<file path="src/common/soc_map_pkg.sv">
package soc_map_pkg;

    // on-chip RAM of 32-bit words
    localparam logic [63:0] ram_base  = 64'h0000_0000_8000_0000;
    localparam int unsigned ram_words = 2048;
    localparam int unsigned ram_idx_w = $clog2(ram_words);
    localparam logic [63:0] ram_limit = ram_base + 64'(ram_words * 4);

    // 8 MB SDRAM window
    localparam logic [63:0] sdram_min  = 64'h0000_0000_9000_0000;
    localparam logic [63:0] sdram_size = 64'h0000_0000_0080_0000;
    localparam logic [63:0] sdram_max  = sdram_min + sdram_size;

    // timer
    localparam logic [63:0] mtime_addr     = 64'h0000_0000_0200_BFF8;
    localparam logic [63:0] mtimecmp_addr  = 64'h0000_0000_0200_4000;
    localparam logic [63:0] mtimecmp_reset = 64'h0000_0000_8000_0000;

    // interrupt controller
    localparam logic [63:0] plic_base      = 64'h0000_0000_0C00_0000;
    localparam logic [63:0] plic_pending   = plic_base + 64'h1000;
    localparam logic [63:0] plic_enable    = plic_base + 64'h2000;
    localparam logic [63:0] plic_threshold = 64'h0000_0000_0C20_0000;
    localparam logic [63:0] plic_claim     = 64'h0000_0000_0C20_0004;
    localparam logic [63:0] plic_en_stride  = 64'h80;   // enable words per context
    localparam logic [63:0] plic_ctx_stride = 64'h1000; // threshold/claim per context
    localparam int unsigned plic_sources   = 6;

    typedef enum logic [2:0] {
        tgt_none, tgt_ram, tgt_sdram, tgt_mtime, tgt_mtimecmp, tgt_plic
    } target_t;

    typedef enum logic [3:0] {
        reg_priority, reg_pending, reg_enable0, reg_enable1,
        reg_thresh0, reg_thresh1, reg_claim0, reg_claim1, reg_none
    } plic_reg_t;

endpackage

</file>
<file path="src/source/addr_decoder.sv">
`timescale 1ns/1ns

module addr_decoder (
    input  logic [63:0]             addr,
    output soc_map_pkg::target_t    target,
    output soc_map_pkg::plic_reg_t  plic_reg,
    output logic [2:0]              plic_id
);
    import soc_map_pkg::*;

    logic plic_hit;

    // one register per source in the priority array
    assign plic_id = addr[4:2];

    always_comb begin
        plic_hit = 1'b1;
        plic_reg = reg_none;
        if (addr >= plic_base && addr < plic_base + 64'(plic_sources * 4))
            plic_reg = reg_priority;
        else if (addr == plic_pending)
            plic_reg = reg_pending;
        else if (addr == plic_enable)
            plic_reg = reg_enable0;
        else if (addr == plic_enable + plic_en_stride)
            plic_reg = reg_enable1;
        else if (addr == plic_threshold)
            plic_reg = reg_thresh0;
        else if (addr == plic_threshold + plic_ctx_stride)
            plic_reg = reg_thresh1;
        else if (addr == plic_claim)
            plic_reg = reg_claim0;
        else if (addr == plic_claim + plic_ctx_stride)
            plic_reg = reg_claim1;
        else
            plic_hit = 1'b0;
    end

    always_comb begin
        target = tgt_none; // unmapped reads give zero
        if (addr >= ram_base && addr < ram_limit)
            target = tgt_ram;
        else if (addr >= sdram_min && addr < sdram_max)
            target = tgt_sdram;
        else if (addr == mtime_addr)
            target = tgt_mtime;
        else if (addr == mtimecmp_addr)
            target = tgt_mtimecmp;
        else if (plic_hit)
            target = tgt_plic;
    end

endmodule

</file>
<file path="config.mk">
export PLATFORM = sky130hd
export DESIGN_NAME = addr_decoder
export DESIGN_NICKNAME = d
export VERILOG_FILES = /design/src/common/soc_map_pkg.sv /design/src/source/addr_decoder.sv
export SDC_FILE = /design/constraint.sdc
export NUM_CORES = 1
export LEC_CHECK = 0
export ABC_CLOCK_PERIOD_IN_PS = 3600
export BUFFER_PORTS_ARGS = -buffer_cell sky130_fd_sc_hd__buf_2
export CORE_MARGIN = 4
export CORE_UTILIZATION = 31
export DETAILED_ROUTE_END_ITERATION = 10
export PLACE_DENSITY = 0.9
export SYNTH_ARGS = -nofsm -noshare
export SYNTH_HDL_FRONTEND = slang
export SYNTH_SLANG_ARGS = --single-unit
</file>
<file path="constraint.sdc">
create_clock -name vclk -period 3.6
set_input_delay 0.72 -clock vclk [all_inputs]
set_output_delay 0.72 -clock vclk [all_outputs]
set_load 0.02 [all_outputs]
</file>
==> flow_metrics.py <==
metrics = {
    "status": {
        "status": "finished clean",
    },
    "logic_synthesis": {
        "ys_top_cells_by_count": "nor4_1, nor3_1, nand3_1, nor2_1",
        "synth_top_family_by_area": "simple AND/OR/NAND/NOR gates",
        "synthTopCellsByArea": "nor4_1, nor3_1, nand4_1",
        "synth.avg_cell_area_um2": 6.15,
        "syn_nets": 135,
        "yosys.area.top_type": "nor4_1",
        "yosysWarnings": 0,
        "synthMuxAreaShare": 0,
        "synth_compound_area_frac": 0.152,
        "synthAdderAreaFrac": 0,
        "syn_inst": 71,
        "ys_seq_area_frac": 0,
        "yosysUniqueCellTypes": 26,
        "post_synth_and_or_nand_nor_area_fraction": 0.788,
        "synth.most_common_cell": "nor4_1",
        "synth_area_um2": 437,
        "synth_xor_xnor_area_share": 0,
        "synth_top_area_share": 0.158,
    },
    "floorplanning": {
        "fp-row-count": 13,
        "coreArea_mm2": 0.00132,
        "die_h_um": 45.5,
        "die_area_mm2": 0.00207,
        "start_util": 0.331,
        "die_x_um": 45.5,
        "io_pins": 74,
    },
    "sta": {
        "setup_tns_ns": 0,
        "worst-slew-pin-transition_ns": 0.371,
        "hold_viol": 0,
        "fmax_mhz": 337,
        "fin_crit_ns": 2.97,
        "relSlewSlack": 0.750,
        "setup-violations-final": 0,
        "finalCritPeriodShare": 0.825,
        "grt_setup_unrepaired": "no",
        "drv_slew": 0,
    },
    "route": {
        "ant_nets": 0,
        "drt-wirelength-per-cell_um": 14.1,
        "vias_per_cell": 5.46,
        "drt-pass1-iter-count": 4,
        "drt_wl_total_um": 2210,
        "vias": 858,
        "post-route-drc-count": 0,
        "drt_iter0_markers": 21,
    },
    "power_and_ir_drop": {
        "max-vdd-ir-drop_mv": 0.0413,
        "leakagePower_nw": 0.372,
        "powerDensity_mw_per_mm2": 73.1,
    },
    "finish": {
        "final_net_count": 208,
        "seqCellArea_um2": 0,
        "area_delta_synth_final_pct": 84.0,
        "antennaDiodeCount": 0,
        "fill_cells": 133,
        "stdcell_area_um2": 803,
        "clock_buffers": 0,
        "final_util": 0.610,
        "fin_cells": 157,
        "seq_cell_count": 0,
        "drive_gt1_frac": 0.556,
    },
    "hold_path": {
        "hold_class": "primary input to output port",
        "hold_end": "plic_id[1]",
        "min-delay-start": "addr[3]",
        "min_path_cells": 2,
    },
    "global_routing": {
        "overflow": 0,
        "first_global_vias": 824,
        "grt_pass1_wl_um": 3270,
        "track_usage": 0.203,
        "antenna_found_initial": 0,
        "grt_max_degree": 7,
    },
    "worst_setup_path": {
        "critical_path_class": "primary input to output port",
        "crit_arrival_ns": 2.25,
        "cp-start-kind": "primary input",
        "worst_ep_required_time_ns": 2.88,
        "crit_fanout": 5,
        "crit_path_end_kind": "output port",
    },
    "clock_tree": {
        "cts.repair.resized": 0,
        "ctsHoldBuffers": 0,
        "cts_setup_buffers": 0,
    },
    "place": {
        "placed_cells": 157,
        "place_congestion": 0.792,
        "portBuffers": 74,
        "post-dp-hpwl_um": 2020,
        "post_dp_cell_area_um2": 803,
    },
    "job": {
        "maxCapViolCount": 0,
    },
}
-- how the worst max path moves through the flow --
stage	from	to	slack, ns	cells after the start
2_1_floorplan	addr[10]	target[2]	0.87	4
3_3_place_gp	addr[10]	target[2]	0.77	6
3_5_place_dp	addr[25]	plic_reg[3]	0.69	7
4_1_cts	addr[2]	target[2]	0.69	6
5_1_grt	addr[2]	target[2]	0.49	6
6_report	addr[25]	plic_reg[3]	0.63	7
-- layout make-up --
cell class	count	area [µm²]	share of cell area
multi-input cells	67	410	0.511
repair buffers	74	370	0.461
well taps	15	18.8	0.0234
inverters	1	3.75	0.00467
-- report_power, final --
| part | switching (mW) | total, mW | internal (mW) |
|---|---|---|---|
| registers | 0 | 0 | 0 |
| clock network | 0 | 0 | 0 |
| logic | 0.0269 | 0.0587 | 0.0318 |
-- through the flow --
stage | hold WS [ns] | power, mW | setup slack [ns]
4_1_cts | 1.70 | 0.0580 | 0.695
2_1_floorplan | 1.55 | 0.0159 | 0.867
3_3_place_gp | 1.70 | 0.0558 | 0.773
3_5_place_dp | 1.70 | 0.0578 | 0.692
5_1_grt | 1.71 | 0.0641 | 0.486
6_report | 1.70 | 0.0587 | 0.628
-- critical path, cell delays in order --
cell     delay, ns
buf_2         0.11
nor3_1        0.18
nand4_1       0.25
nor3_2        0.42
o21ai_0       0.18
or2_1         0.23
buf_2         0.15
-- cell families (layout without fill, tap and decap cells) --
| kind of cell | count (synthesis) | after routing |
|---|---|---|
| AND/OR/NAND/NOR | 56 | 56 |
| AO/OA/AOI/OAI | 11 | 11 |
| buffers and inverters | 4 | 75 |
-- cell usage in the layout (no fill, tap or decap), types with 2 or more instances in the layout --
cell type,instances
buf_2,74
nor4_1,11
nor3_1,8
nor2_1,7
nand3_1,7
nand4_1,6
a21oi_1,6
nand2_1,3
nand3b_1,2
nor3_2,2
-- routing by layer --
| metal | track usage | up-vias | wire, µm |
|---|---|---|---|
| li1 | - | 432 | - |
| met1 | 0.228 | 398 | 821 |
| met2 | 0.409 | 26 | 1270 |
| met3 | 0.00791 | 2 | 110 |
| met4 | 0.0351 | 0 | 12 |
| met5 | 0 | - | 0 |
No activity file was read; power rests on OpenSTA's default activity.
