==> src/common/bus_pkg.sv <==
package bus_pkg;

    // load/store size and sign
    // stores only use the first four codes
    typedef enum logic [2:0] {
        ls_b  = 3'b000,
        ls_h  = 3'b001,
        ls_w  = 3'b010,
        ls_d  = 3'b011,
        ls_bu = 3'b100,
        ls_hu = 3'b101,
        ls_wu = 3'b110
    } ls_t;

    // CPU side request held stable until done
    typedef struct packed {
        logic [63:0] addr;
        logic [63:0] wdata;
        ls_t         ls;
        logic        read_en;  // one-cycle pulse
        logic        write_en; // one-cycle pulse
    } bus_req_t;

    // wait-request port towards the SDRAM controller
    typedef struct packed {
        logic [21:0] addr;    // halfword address
        logic [15:0] wdata;
        logic [1:0]  byte_en; // active high
        logic        read_en;
        logic        write_en;
    } sdram_req_t;

    typedef struct packed {
        logic [15:0] rdata;
        logic        req_wait;
    } sdram_rsp_t;

endpackage

==> src/sdram_bridge/sdram_bridge.sv <==
`timescale 1ns/1ns

module sdram_bridge (
    input  logic                CLOCK_50,
    input  logic                KEY0,
    input  bus_pkg::bus_req_t   bus,
    input  logic                start_read,
    input  logic                start_write,
    output bus_pkg::sdram_req_t sdram_req,
    input  bus_pkg::sdram_rsp_t sdram_rsp,
    output logic [63:0]         rdata,
    output logic                finish
);
    import bus_pkg::*;

    logic        busy;
    logic        write_op;
    logic [1:0]  step;      // halfword index within the access
    logic [1:0]  last_step;
    logic        rd_en;
    logic        wr_en;
    logic        xfer_end;  // current transfer accepted
    logic [63:0] raw;       // halves collected low first
    logic [7:0]  byte_sel;

    // b/h take one transfer, w two, d four
    always_comb begin
        case (bus.ls[1:0])
            2'b11:   last_step = 2'd3;
            2'b10:   last_step = 2'd1;
            default: last_step = 2'd0;
        endcase
    end

    assign xfer_end = (rd_en || wr_en) && !sdram_rsp.req_wait;
    assign finish   = xfer_end && (step == last_step);

    always_ff @(posedge CLOCK_50 or negedge KEY0) begin
        if (!KEY0) begin
            busy     <= 1'b0;
            write_op <= 1'b0;
            step     <= 2'd0;
            rd_en    <= 1'b0;
            wr_en    <= 1'b0;
        end else if (!busy) begin
            if (start_read || start_write) begin
                busy     <= 1'b1;
                write_op <= start_write;
                step     <= 2'd0;
                rd_en    <= start_read;
                wr_en    <= start_write;
            end
        end else if (rd_en || wr_en) begin
            if (!sdram_rsp.req_wait) begin
                rd_en <= 1'b0; // one idle cycle between transfers
                wr_en <= 1'b0;
                if (step == last_step)
                    busy <= 1'b0;
                else
                    step <= step + 2'd1;
            end
        end else begin
            rd_en <= !write_op;
            wr_en <= write_op;
        end
    end

    always_ff @(posedge CLOCK_50) begin
        if (rd_en && xfer_end)
            raw[{step, 4'b0000} +: 16] <= sdram_rsp.rdata;
    end

    always_comb begin
        sdram_req.addr     = bus.addr[22:1] + 22'(step);
        sdram_req.read_en  = rd_en;
        sdram_req.write_en = wr_en;
        if (bus.ls == ls_b || bus.ls == ls_bu) begin
            sdram_req.byte_en = bus.addr[0] ? 2'b10 : 2'b01;
            sdram_req.wdata   = {bus.wdata[7:0], bus.wdata[7:0]}; // byte in both lanes
        end else begin
            sdram_req.byte_en = 2'b11;
            sdram_req.wdata   = bus.wdata[{step, 4'b0000} +: 16];
        end
    end

    assign byte_sel = bus.addr[0] ? raw[15:8] : raw[7:0];

    // sign or zero extension by load type
    always_comb begin
        case (bus.ls)
            ls_b:    rdata = {{56{byte_sel[7]}}, byte_sel};
            ls_bu:   rdata = {56'd0, byte_sel};
            ls_h:    rdata = {{48{raw[15]}}, raw[15:0]};
            ls_hu:   rdata = {48'd0, raw[15:0]};
            ls_w:    rdata = {{32{raw[31]}}, raw[31:0]};
            ls_wu:   rdata = {32'd0, raw[31:0]};
            default: rdata = raw;
        endcase
    end

endmodule

==> config.mk <==
export PLATFORM = sky130hd
export DESIGN_NAME = sdram_bridge
export DESIGN_NICKNAME = d
export VERILOG_FILES = /design/src/common/bus_pkg.sv /design/src/sdram_bridge/sdram_bridge.sv
export SDC_FILE = /design/constraint.sdc
export NUM_CORES = 1
export LEC_CHECK = 0
export ABC_AREA = 1
export BUFFER_PORTS_ARGS = -buffer_cell sky130_fd_sc_hd__buf_2
export CORE_MARGIN = 5
export CORE_UTILIZATION = 25
export DETAILED_ROUTE_END_ITERATION = 7
export PLACE_DENSITY = 0.56
export SLEW_MARGIN = 30
export SYNTH_ARGS = -nofsm -noshare
export SYNTH_HDL_FRONTEND = slang
export SYNTH_SLANG_ARGS = --single-unit
export TNS_END_PERCENT = 50
==> constraint.sdc <==
create_clock -name CLOCK_50 -period 4.5 [get_ports CLOCK_50]
set_input_delay 0.225 -clock CLOCK_50 [delete_from_list [all_inputs] [get_ports CLOCK_50]]
set_output_delay 0.225 -clock CLOCK_50 [all_outputs]
set_load 0.02 [all_outputs]
==> results by group <==
Global route
  • Initial antenna violation count: 0
  • First-pass GRT wire length: 25.0 mm
  • Largest net degree at the start of global routing: 50
  • GRT Util Overall: 14.3%
  • Gr ovfl total: 0
  • Vias in the first global route: 4680

Cells and area
  • # fillers: 2004
  • Nets: 1018
  • Final Core Density: about a third
  • Most common cell after layout, fill and taps aside: nand2_1
  • Ant diodes: 0
  • Commonest non-fill, non-tap cells in the layout: nand2_1, buf_2, nor2_1
  • Fraction of layout cells with a size suffix above 1: 29.0%
  • Layout overhead on the synthesized area: 33.0%

Place
  • Port-buffer cells: 217
  • Routability cong.: 0.880
  • Post-DP HPWL: 12.5 mm

Job
  • Number of max-cap violations: 0

Worst setup path
  • Critical-path cell list: buf_4 > ha_1 > fa_1 > nand2_1 > nor2_2 > nand2_1 > nor2_1 > xor2_1 > buf_2
  • Slowest CP cell: buf_4
  • Worst-path fanout max: 49
  • CP Launch Type: flip-flop
  • Reg2reg path depth: 6
  • Crit. End Element: output pin
  • Critical Path AT: 2.55 ns
  • WP data required: 4.28 ns
  • CP max stage delay: 0.41 ns
  • Worst path most repeated cell: nand2_1
  • Critical path class: reg -> out

Synth
  • Gate Count Post-Synth: 652
  • Ys Warns: 0
  • Yosys reg bits: 70
  • Synth cell types: 28
  • Mapped Area: 4650 µm²
  • Syn_area_per_cell: slightly above 7 µm²
  • Post-synthesis sequential area ratio: roughly 45%
  • Mapped Nets: just over 800

Pwr
  • P per Cell Area: around 470 nW/µm²
  • Leak pwr: 0.00319 µW
  • Max VDD drop: between 0.0002 and 0.0003 V

Clocking
  • H-tree depth: 3
  • Worst-skew pair later-pin latency: 0.32 ns
  • CTS Buffer Depth: 2
  • Clk root buf: clkbuf_16
  • Clock Sinks: 70
  • Reg clk slew, reported paths: 0.06 ns
  • CTS Buf Count: 9
  • Post-CTS sizing: 0
  • CTS tree: done

Timing
  • Layout Skew: 0.00461 ns
  • Final setup fails: 0
  • Rel. slew slack: 38.9%
  • Tmin final: 2.78 ns
  • Fin. max-slew vios: 0
  • Fmax: between 300 and 400 MHz
  • Final period utilization: 61.7%
  • Hold Vio Cnt, Final: 0
  • RSZ-0062 raised after global routing: no
  • Worst-margin pin slew: approximately 0.92 ns
  • Setup TNS: 0 ns

Min path
  • Hold path depth: 3
  • Hold WC Path Type: in -> reg

Floorplan
  • Die area: 21400 µm²
  • Area of the core: 18100 µm²
  • Chip height: between 100 and 150 µm
  • Number of rows created at floorplan: 49
  • Num ports: roughly 260
  • Die width: 146 µm
  • Starting Density: about 26%

Run status
  • Outcome: finished clean

Drt
  • Routed WL: 16.0 mm
  • Routed vias: around 4800
  • Post-DR wirelength/cell: 14.6 µm
  • Starting DRT DRC Count: roughly 320
  • Vias per Instance: 4.44
  • Drt drc: 0
  • Drt pass-1 iters: 5
  • DRT antenna net count: 0
[layout make-up]
class                           count  area (µm²)  area share [%]
Multi-Input combinational cell    489        2180            35.2
Sequential cell                    70        2070            33.5
Timing Repair Buffer              225        1150            18.6
Tap cell                          229         287            4.64
Clock buffer                       10         229            3.70
Inverter                           61         229            3.70
Clock inverter                      6        37.5           0.607
[sequential cells by signal, summed over array words and instances, names as in the netlist]
name / cells
step: 2
wr_en: 1
busy: 1
rd_en: 1
write_op: 1
raw: 64
[synth_stat cells]
| cell | instances | area, µm² |
|---|---|---|
| nand2_1 | 243 | 912 |
| nor2_1 | 102 | 383 |
| edfxtp_1 | 64 | 1920 |
| inv_1 | 57 | 214 |
| nand3_1 | 50 | 250 |
| o21ai_0 | 43 | 215 |
| buf_2 | 14 | 70.1 |
| xor2_1 | 10 | 87.6 |
| clkbuf_1 | 9 | 33.8 |
| a21oi_1 | 8 | 40.0 |
| ha_1 | 7 | 87.6 |
| buf_4 | 6 | 45.0 |
| dfrtp_1 | 6 | 150 |
| nand4_1 | 5 | 31.3 |
| xnor2_1 | 5 | 43.8 |
| inv_2 | 4 | 15.0 |
| nand3b_1 | 4 | 30.0 |
| nor2_2 | 3 | 18.8 |
| a31oi_1 | 2 | 12.5 |
| buf_1 | 2 | 7.51 |
| a21boi_0 | 1 | 7.51 |
| buf_6 | 1 | 11.3 |
| fa_1 | 1 | 20.0 |
| nand2_2 | 1 | 6.26 |
| nand3_2 | 1 | 10.0 |
| nor3_2 | 1 | 10.0 |
| o22ai_1 | 1 | 6.26 |
| or2_2 | 1 | 6.26 |
[logic make-up after synthesis]
family / count (synthesis) / synth area share, %
AND/OR/NAND/NOR: 411 / 35.7
buffers and inverters: 93 / 8.54
flip-flops: 70 / 44.6
AO/OA/AOI/OAI: 55 / 6.06
XOR/XNOR: 15 / 2.83
adder cells (fa/ha/maj): 8 / 2.32
[where the power goes]
part           leakage [µW]  internal (µW)  total [µW]  switching (µW)
registers          0.000667            841         876            34.7
clock network      0.000126            371         641             270
logic               0.00240            402        1410            1010
total               0.00319           1610        2930            1310
[path summary, 6_finish.rpt]
kind                                      start                    to  slack [ns]
max in group asynchronous                  KEY0   step[1]$_DFFE_PN0P_        4.07
min                                 start_write  write_op$_DFFE_PN0P_        0.19
max                         step[0]$_DFFE_PN0P_         sdram_req[36]        1.72
min reg2reg                write_op$_DFFE_PN0P_     wr_en$_DFFE_PN0P_        0.52
max reg2reg                 step[0]$_DFFE_PN0P_     raw[13]$_DFFE_PP_        1.98
min in group asynchronous                  KEY0     wr_en$_DFFE_PN0P_        0.29
[worst max-delay path, delay by kind of cell, from the launching register on]
family / cells / cell delay, ns
fa+ha+maj: 2 / 0.57
xor+xnor: 1 / 0.14
simple gates: 4 / 0.58
flops: 1 / 0.32
buf+inv: 2 / 0.59
[routing by layer]
metal	global-route usage, %	vias to the layer above	share of wire (%)
li1	-	2478	-
met1	20.1	2200	47
met2	22.8	142	47
met3	2.60	21	5.0
met4	3.81	0	1.7
met5	0	-	0
[what timing repair did]
action,in CTS,in global routing
hold buffers,1,0
hold endpoints to repair,6,0
setup buffers,0,0
setup endpoints to repair,0,0
[through the flow]
stage          worst slack (ns)  total power, µW  instance area (µm²)  instances  hold slack [ns]
2_1_floorplan              2.33             1870                 4650        652          -0.0706
3_3_place_gp               1.98             2300                 5900       1073           0.0588
3_5_place_dp               1.96             2310                 5900       1073           0.0591
4_1_cts                    1.70             2950                 6180       1090            0.179
5_1_grt                    1.46             3150                 6180       1090            0.201
6_report                   1.72             2930                 6180       1090            0.189
Power figures use the tool's default switching activity.
