<file path="src/common/soc_map_pkg.sv">
package soc_map_pkg;

    // on-chip RAM of 32-bit words
    localparam logic [63:0] ram_base  = 64'h0000_0000_8000_0000;
    localparam int unsigned ram_words = 2048;
    localparam int unsigned ram_idx_w = $clog2(ram_words);
    localparam logic [63:0] ram_limit = ram_base + 64'(ram_words * 4);

    // 8 MB SDRAM window
    localparam logic [63:0] sdram_min  = 64'h0000_0000_9000_0000;
    localparam logic [63:0] sdram_size = 64'h0000_0000_0080_0000;
    localparam logic [63:0] sdram_max  = sdram_min + sdram_size;

    // timer
    localparam logic [63:0] mtime_addr     = 64'h0000_0000_0200_BFF8;
    localparam logic [63:0] mtimecmp_addr  = 64'h0000_0000_0200_4000;
    localparam logic [63:0] mtimecmp_reset = 64'h0000_0000_8000_0000;

    // interrupt controller
    localparam logic [63:0] plic_base      = 64'h0000_0000_0C00_0000;
    localparam logic [63:0] plic_pending   = plic_base + 64'h1000;
    localparam logic [63:0] plic_enable    = plic_base + 64'h2000;
    localparam logic [63:0] plic_threshold = 64'h0000_0000_0C20_0000;
    localparam logic [63:0] plic_claim     = 64'h0000_0000_0C20_0004;
    localparam logic [63:0] plic_en_stride  = 64'h80;   // enable words per context
    localparam logic [63:0] plic_ctx_stride = 64'h1000; // threshold/claim per context
    localparam int unsigned plic_sources   = 6;

    typedef enum logic [2:0] {
        tgt_none, tgt_ram, tgt_sdram, tgt_mtime, tgt_mtimecmp, tgt_plic
    } target_t;

    typedef enum logic [3:0] {
        reg_priority, reg_pending, reg_enable0, reg_enable1,
        reg_thresh0, reg_thresh1, reg_claim0, reg_claim1, reg_none
    } plic_reg_t;

endpackage

</file>
<file path="src/plic/plic_regs.sv">
`timescale 1ns/1ns

module plic_regs (
    input  logic                   CLOCK_50,
    input  logic                   KEY0,
    input  logic                   irq_src,
    input  soc_map_pkg::plic_reg_t reg_sel,
    input  logic [2:0]             id,
    input  logic [31:0]            wdata,
    input  logic                   wr,
    input  logic                   rd,
    output logic [31:0]            rdata,
    output logic                   meip,
    output logic                   msip
);
    import soc_map_pkg::*;

    logic [2:0]       prio [plic_sources];
    logic [31:0]      pending;
    logic [1:0][31:0] enable;
    logic [1:0][2:0]  thresh;
    logic             irq_q;
    logic [31:0]      claim0;
    logic [31:0]      claim1;

    // only source 1 is wired
    assign claim0 = (pending[1] && enable[0][1]) ? 32'd1 : 32'd0;
    assign claim1 = (pending[1] && enable[1][1]) ? 32'd1 : 32'd0;

    assign meip = (claim0 != 32'd0);
    assign msip = (claim1 != 32'd0);

    always_ff @(posedge CLOCK_50 or negedge KEY0) begin
        if (!KEY0) begin
            for (int i = 0; i < plic_sources; i++)
                prio[i] <= 3'd0;
            pending <= 32'd0;
            enable  <= '0;
            thresh  <= '0;
            irq_q   <= 1'b0;
        end else begin
            irq_q <= irq_src;
            if (irq_src && !irq_q)
                pending[1] <= 1'b1; // rising edge only

            if (wr) begin
                case (reg_sel)
                    reg_priority: prio[id]  <= wdata[2:0];
                    reg_enable0:  enable[0] <= wdata;
                    reg_enable1:  enable[1] <= wdata;
                    reg_thresh0:  thresh[0] <= wdata[2:0];
                    reg_thresh1:  thresh[1] <= wdata[2:0];
                    default: ; // claim writes are ignored
                endcase
            end

            // claim read completes the interrupt
            if (rd && reg_sel == reg_claim0 && claim0 != 32'd0)
                pending[claim0[4:0]] <= 1'b0;
            if (rd && reg_sel == reg_claim1 && claim1 != 32'd0)
                pending[claim1[4:0]] <= 1'b0;
        end
    end

    always_comb begin
        rdata = 32'd0;
        case (reg_sel)
            reg_priority: if (id < plic_sources) rdata = {29'd0, prio[id]};
            reg_pending:  rdata = pending;
            reg_enable0:  rdata = enable[0];
            reg_enable1:  rdata = enable[1];
            reg_thresh0:  rdata = {29'd0, thresh[0]};
            reg_thresh1:  rdata = {29'd0, thresh[1]};
            reg_claim0:   rdata = claim0;
            reg_claim1:   rdata = claim1;
            default:      rdata = 32'd0;
        endcase
    end

endmodule

</file>
<file path="config.mk">
export PLATFORM = sky130hd
export DESIGN_NAME = plic_regs
export DESIGN_NICKNAME = d
export VERILOG_FILES = /design/src/common/soc_map_pkg.sv /design/src/plic/plic_regs.sv
export SDC_FILE = /design/constraint.sdc
export NUM_CORES = 1
export LEC_CHECK = 0
export ABC_AREA = 1
export BUFFER_PORTS_ARGS = -buffer_cell sky130_fd_sc_hd__buf_2
export CAP_MARGIN = 15
export CORE_AREA = 2 2 98 100
export CTS_BUF_LIST = sky130_fd_sc_hd__clkbuf_4 sky130_fd_sc_hd__clkbuf_8
export DETAILED_ROUTE_END_ITERATION = 7
export DIE_AREA = 0 0 100 102
export PLACE_DENSITY = 0.69
export SETUP_SLACK_MARGIN = 0.4
export SLEW_MARGIN = 30
export SYNTH_ARGS = -nofsm -noshare
export SYNTH_HDL_FRONTEND = slang
export SYNTH_SLANG_ARGS = --single-unit
</file>
<file path="constraint.sdc">
create_clock -name CLOCK_50 -period 0.9 [get_ports CLOCK_50]
set_input_delay 0 -clock CLOCK_50 [delete_from_list [all_inputs] [get_ports CLOCK_50]]
set_output_delay 0 -clock CLOCK_50 [all_outputs]
set_load 0.005 [all_outputs]
</file>
==> results of run 1 <==
-- cell families (layout without fill, tap and decap cells) --
group,count (synthesis),count (layout),synth area share
buffers and inverters,74,225,0.0751
flip-flops,91,91,0.562
AND/OR/NAND/NOR,179,179,0.186
AO/OA/AOI/OAI,121,121,0.176
-- state kept, by name, summed over array words and instances, names as in the netlist --
name	cells
enable	64
prio	18
thresh	6
pending	2
irq_q	1
-- worst max-delay path: stages (launching register included) --
cell and delay, ns:
dfrtp_1 0.42, nand2_1 0.10, nor2_1 0.05, o21ai_2 0.13
nand2_1 0.08, nor2_2 0.11, nand2_1 0.06, buf_2 0.12
-- cell usage in the layout, fill, tap and decap left out, types with 3 or more instances in the layout --
cell and n:
nand4_1 6, dfrtp_1 91, o21ai_1 58, buf_2 72
nand2_8 4, buf_16 4, buf_6 35, buf_8 3
nor2_4 7, a22o_1 29, inv_1 46, nor2_2 3
nand2_2 54, nand3_4 3, nand2_4 15, clkbuf_8 10
nor2_1 7, buf_12 9, nand2_1 58, o21ai_2 33
nand3_2 5, or2_4 4, buf_4 32, nand3_1 8
-- power groups by stage --
stage          Combinational, mW  Clock, mW  Sequential [mW]
2_1_floorplan              0.963          0             5.15
3_3_place_gp                1.50          0             5.26
3_5_place_dp                1.58          0             5.27
4_1_cts                     1.85       3.09             5.24
5_1_grt                     2.77       3.28             5.43
6_report                    2.51       3.06             5.34
-- per-layer routing --
layer | share of wire | vias to the layer above | wire, microns
met5 | 0 | - | 0
met2 | 0.50 | 97 | 5780
met3 | 0.045 | 22 | 510
li1 | - | 1824 | -
met4 | 0.018 | 0 | 206
met1 | 0.43 | 1799 | 4950
-- repair_timing --
action | CTS | global route
gates resized for setup | 86 | 110
buffers inserted | 16 | 17
setup endpoints to repair | 124 | 124
cloned | 4 | 3
pin swaps | 74 | 54
endpoints found under the hold margin | 151 | 150
-- cell type report --
cell class | instances | area (sq um) | area share
Sequential cell | 91 | 2280 | 0.361
Multi-Input combinational cell | 300 | 2040 | 0.324
Timing Repair Buffer | 158 | 1390 | 0.220
Inverter | 52 | 239 | 0.0379
Clock buffer | 11 | 145 | 0.0230
Tap cell | 111 | 139 | 0.0220
Clock inverter | 4 | 75.1 | 0.0119
-- metrics by stage --
stage               instance area, sq um  hold slack, ns  total power, mW  TNS, ns
finish                              6310          -0.515             10.9    -7.98
global route                        6310          -0.522             11.5    -9.83
CTS                                 5730          -0.522             10.2    -7.97
detailed placement                  5030          -0.128             6.85   -17.73
global placement                    5030          -0.131             6.76   -13.87
floorplan                           4350          -0.296             6.12        0
-- worst paths after layout --
kind | start | end
worst max-delay path | pending[1]$_DFF_PN0_ | rdata[0]
worst min-delay path | KEY0 | prio[15]$_DFFE_PN0P_
worst max register to register | pending[1]$_DFF_PN0_ | pending[1]$_DFF_PN0_
worst min register to register | pending[0]$_DFF_PN0_ | pending[0]$_DFF_PN0_
max in group asynchronous | KEY0 | thresh[0]$_DFFE_PN0P_
min in group CLOCK_50 | wdata[5] | enable[37]$_DFFE_PN0P_
==> impl_metrics.env, run 1 <==
export IMPL_status="finished with violations"
export IMPL_failed_checks="negative hold slack, negative setup slack"
export IMPL_grt_pass1_wl_microns=17000
export IMPL_grt_max_degree=44
export IMPL_num_vias=3742
export IMPL_cts_buffer_depth=2
export IMPL_path_clk_slew_ns=0.09
export IMPL_worstMarginPinSlew_ns=0.496
export IMPL_synthCells=465
export IMPL_final_fill_count=693
export IMPL_synth_area_top_cells="dfrtp_1 (56%), nand2_1 (12%), o21ai_1 (7.9%), a22o_1 (6.3%), inv_1 (4.8%)"
export IMPL_htreeDepth=3
export IMPL_pwr_share_seq=0.490
export IMPL_use_met3=0.0438
export IMPL_max_freq_ghz=0.700
export IMPL_switchingPower_mw=3.06
export IMPL_drt_first_pass_iters=4
export IMPL_power_density_nw_per_um2=1730
export IMPL_syn_to_final_growth_pct=55.8
export IMPL_met2_usage=0.345
export IMPL_synth_top_cells_by_count="nand2_1 (129), dfrtp_1 (91), o21ai_1 (64)"
export IMPL_wl_microns=11400
export IMPL_maxCapViolCount=0
export IMPL_holdWs_ns=-0.515
export IMPL_row_count=35
export IMPL_ant_nets=0
export IMPL_die_w_microns=100
export IMPL_setup_viol=35
export IMPL_async_flop_share=1.00
export IMPL_pwr_share_clk=0.280
export IMPL_yosys_area_top_type="dfrtp_1"
export IMPL_finalCoreUtilization=0.692
export IMPL_die_area_sq_um=10200
export IMPL_rrSetupSlack_ns=-0.35
export IMPL_io_buffer_count=77
export IMPL_synth_nets=509
export IMPL_placed_cells=671
export IMPL_period_needed_ns=1.43
export IMPL_maxSlewViolCount=0
export IMPL_ys_flop_type="dfrtp_1"
export IMPL_cp_arrival_ns=1.43
export IMPL_drtIter0Drc=167
export IMPL_grt_overflow=0
export IMPL_synth_top_area_frac=0.562
export IMPL_n_antenna_cell=0
export IMPL_num_io_pins=78
export IMPL_drc=0
export IMPL_critPathMaxFanout=4
export IMPL_cp_start_kind="flip-flop"
export IMPL_cts_tree="done"
export IMPL_clock_root_buffer="clkbuf_8"
export IMPL_syn_avg_cell_area_sq_um=8.71
export IMPL_p_int_mw=7.85
export IMPL_hold_path_class="input port to asynchronous set/reset pin"
export IMPL_p_leak_nw=3.20
export IMPL_slew_headroom=0.669
export IMPL_ctsHoldBuffers=1
export IMPL_fin_crit_sh=1.59
export IMPL_vias_per_cell=5.15
export IMPL_combPwrFrac=0.230
export IMPL_gp_routability_congestion=0.837
export IMPL_grt_pass1_vias=3554
export IMPL_routedWlPerCell_microns=15.7
export IMPL_coreArea_sq_um=9110
export IMPL_chipHeight_microns=102
export IMPL_synth_cell_area_sq_um=4050
export IMPL_grtUsageTotal=0.211
export IMPL_ys_warn_count=0
export IMPL_final_cells=727
export IMPL_crit_required_ns=0.90
export IMPL_finalClockSkew_ns=0.00253
export IMPL_final_nets=656
export IMPL_clock_sinks=91
export IMPL_synth_edf_count=0
export IMPL_max_vdd_ir_drop_mv=1.17
export IMPL_setup_ws_ns=-0.529
export IMPL_hpwl_microns=6820
export IMPL_rsz0062_at_grt="true"
export IMPL_reg2reg_depth=8
export IMPL_final_layout_size_suffix_gt1_frac=0.503
export IMPL_postSynthRegisterBits=91
export IMPL_cts_made_buffers=9
export IMPL_antenna_found_initial=0
export IMPL_start_util=0.445
export IMPL_hold_viol_final=150
export IMPL_grt_busiest_layer="met2"
export IMPL_p_sw_frac=0.281
export IMPL_synth_most_common_cell="nand2_1"
export IMPL_place_ws_ns=-0.218
export IMPL_clk_latency_ns=0.35
export IMPL_yosysSeqAreaShare=0.562
export IMPL_end_kind="primary output"
export IMPL_yosysUniqueCellTypes=17
export IMPL_met1_usage=0.288
export IMPL_worstSetupPathType="flip-flop to primary output"
Power figures use the tool's default switching activity.
==> run 2: changes to the inputs <==
Settings changed: CTS_BUF_LIST sky130_fd_sc_hd__clkbuf_4 sky130_fd_sc_hd__clkbuf_8 to sky130_fd_sc_hd__clkbuf_4.
==> run 2 against run 1 <==
  * The run still ends with negative hold slack, negative setup slack left
  * Total power down 8.4%
  * Sequential power down 1%
  * Largest cell class unchanged
  * Critical path type unchanged
  * Setup slack worse by 0.093 ns
  * Via count up 0.99%
  * Highest routed layer unchanged
==> impl_metrics.env, run 2 (same netlist as run 1, synthesis figures left out) <==
export IMPL_status="finished with violations"
export IMPL_failed_checks="negative hold slack, negative setup slack"
export IMPL_reg2reg_to="pending[1]$_DFF_PN0_"
export IMPL_num_io_pins=78
export IMPL_wl_microns=10900
export IMPL_largest_reg_flops=64
export IMPL_crit_required_ns=0.90
export IMPL_hold_viol_final=93
export IMPL_p_leak_nw=3.17
export IMPL_reg2reg_depth=8
export IMPL_clock_root_buffer="clkbuf_4"
export IMPL_setup_ws_ns=-0.622
export IMPL_hold_path_class="input port to asynchronous set/reset pin"
export IMPL_syn_to_final_growth_pct=53.2
export IMPL_grt_max_degree=44
export IMPL_critPathMaxFanout=4
export IMPL_end_kind="primary output"
export IMPL_grt_overflow=0
export IMPL_gp_routability_congestion=0.837
export IMPL_final_cell_mix="dfrtp_1 (91), nand2_1 (88), o21ai_1 (74)"
export IMPL_ctsHoldBuffers=31
export IMPL_cts_made_buffers=9
export IMPL_r2r_start="pending[1]$_DFF_PN0_"
export IMPL_row_count=35
export IMPL_hpwl_microns=6820
export IMPL_finalInstanceArea_sq_um=6200
export IMPL_cpPeakStageDelay_ns=0.44
export IMPL_htreeDepth=3
export IMPL_path_clk_slew_ns=0.14
export IMPL_die_w_microns=100
export IMPL_coreArea_sq_um=9110
export IMPL_regMostFlops="enable"
export IMPL_final_nets=677
export IMPL_drc=0
export IMPL_chipHeight_microns=102
export IMPL_num_vias=3779
export IMPL_fin_tns_setup_ns=-11.25
export IMPL_io_buffer_count=77
export IMPL_grt_pass1_vias=3515
export IMPL_p_total_mw=9.99
export IMPL_final_layout_size_suffix_gt1_frac=0.397
export IMPL_holdWs_ns=-0.606
export IMPL_n_antenna_cell=0
export IMPL_crit_top_cell="nand2_1"
export IMPL_fin_crit_sh=1.69
export IMPL_antenna_found_initial=0
export IMPL_path_cells="nand2_1 > nor2_1 > o21ai_2 > nand2_1 > nor2_2 > nand2_1 > buf_2"
export IMPL_clock_sinks=91
export IMPL_worstMarginPinSlew_ns=0.449
export IMPL_drt_first_pass_iters=4
export IMPL_maxCapViolCount=0
export IMPL_finalClockSkew_ns=0.0117
export IMPL_worstSetupPathType="flip-flop to primary output"
export IMPL_cts_tree="done"
export IMPL_max_vdd_ir_drop_mv=1.25
export IMPL_period_needed_ns=1.52
export IMPL_cp_slowest_cell="dfrtp_1"
export IMPL_vias_per_cell=5.05
export IMPL_rsz0062_at_grt="true"
export IMPL_cp_start_kind="flip-flop"
export IMPL_grtUsageTotal=0.203
export IMPL_clk_latency_ns=0.43
export IMPL_ant_nets=0
export IMPL_dpl_cell_area_sq_um=5030
export IMPL_start_util=0.445
export IMPL_die_area_sq_um=10200
export IMPL_cp_arrival_ns=1.52
export IMPL_cts_buffer_depth=2
export IMPL_setup_viol=35
export IMPL_top_regs="enable: 64 flops, prio: 18 flops, thresh: 6 flops"
export IMPL_finalCoreUtilization=0.681
export IMPL_slew_headroom=0.700
export IMPL_grt_pass1_wl_microns=16500
export IMPL_final_common_cell="dfrtp_1"
export IMPL_max_freq_ghz=0.657
export IMPL_drtIter0Drc=101
export IMPL_power_density_nw_per_um2=1610
export IMPL_routedWlPerCell_microns=14.6
export IMPL_rrSetupSlack_ns=-0.37
export IMPL_maxSlewViolCount=0
run 2: worst max-delay path by stage:
stage,startpoint,end,cells after the start
after floorplan,prio[15]$_DFFE_PN0P_,rdata[0],5
after global placement,reg_sel[3],prio[3]$_DFFE_PN0P_,7
after detailed placement,reg_sel[3],prio[3]$_DFFE_PN0P_,7
after CTS,pending[1]$_DFF_PN0_,rdata[0],7
after global routing,pending[1]$_DFF_PN0_,rdata[0],7
final,pending[1]$_DFF_PN0_,rdata[0],7
run 2: cell type report:
class | instances | area, sq um
clock buffer | 10 | 75.1
clock inverter | 5 | 78.8
fill | 711 | 2910
inverter | 52 | 229
multi-input combinational | 301 | 1880
sequential | 91 | 2280
tap | 111 | 139
timing repair buffer | 178 | 1520
run 2: critical path, delay by kind of cell, from the launching register on:
kind / cells / cell delay (ns)
and+or+nand+nor: 5 / 0.40
buffers and inverters: 1 / 0.12
DFF: 1 / 0.44
AOI/OAI and AO/OA: 1 / 0.13
run 2: report_power, final:
| group | total (mW) | leakage, nW | internal [mW] | switching [mW] |
|---|---|---|---|---|
| registers | 5.27 | 1.17 | 4.79 | 0.473 |
| clock network | 2.45 | 0.0761 | 1.13 | 1.31 |
| logic | 2.28 | 1.92 | 1.25 | 1.03 |
run 2: routing by layer:
metal / wire (microns) / track usage / share of wire / up-vias
met5: 0 / 0 / 0 / -
met4: 155 / 0.0685 / 0.014 / 0
met3: 475 / 0.0342 / 0.043 / 17
met2: 5500 / 0.333 / 0.50 / 99
met1: 4820 / 0.278 / 0.44 / 1789
li1: - / - / - / 1874
run 2: repair_timing:
action	in CTS	in global routing
buffers inserted	11	13
pin swaps	77	32
endpoints found under the setup margin	124	124
hold endpoints to repair	160	92
gates resized for setup	33	90
gates cloned	0	7
run 2: through the flow:
stage                     cells  setup WS (ns)
after detailed placement    671         -0.218
after global placement      671         -0.198
final                       748         -0.622
after CTS                   728         -0.640
after global routing        748         -0.770
after floorplan             465         0.0553
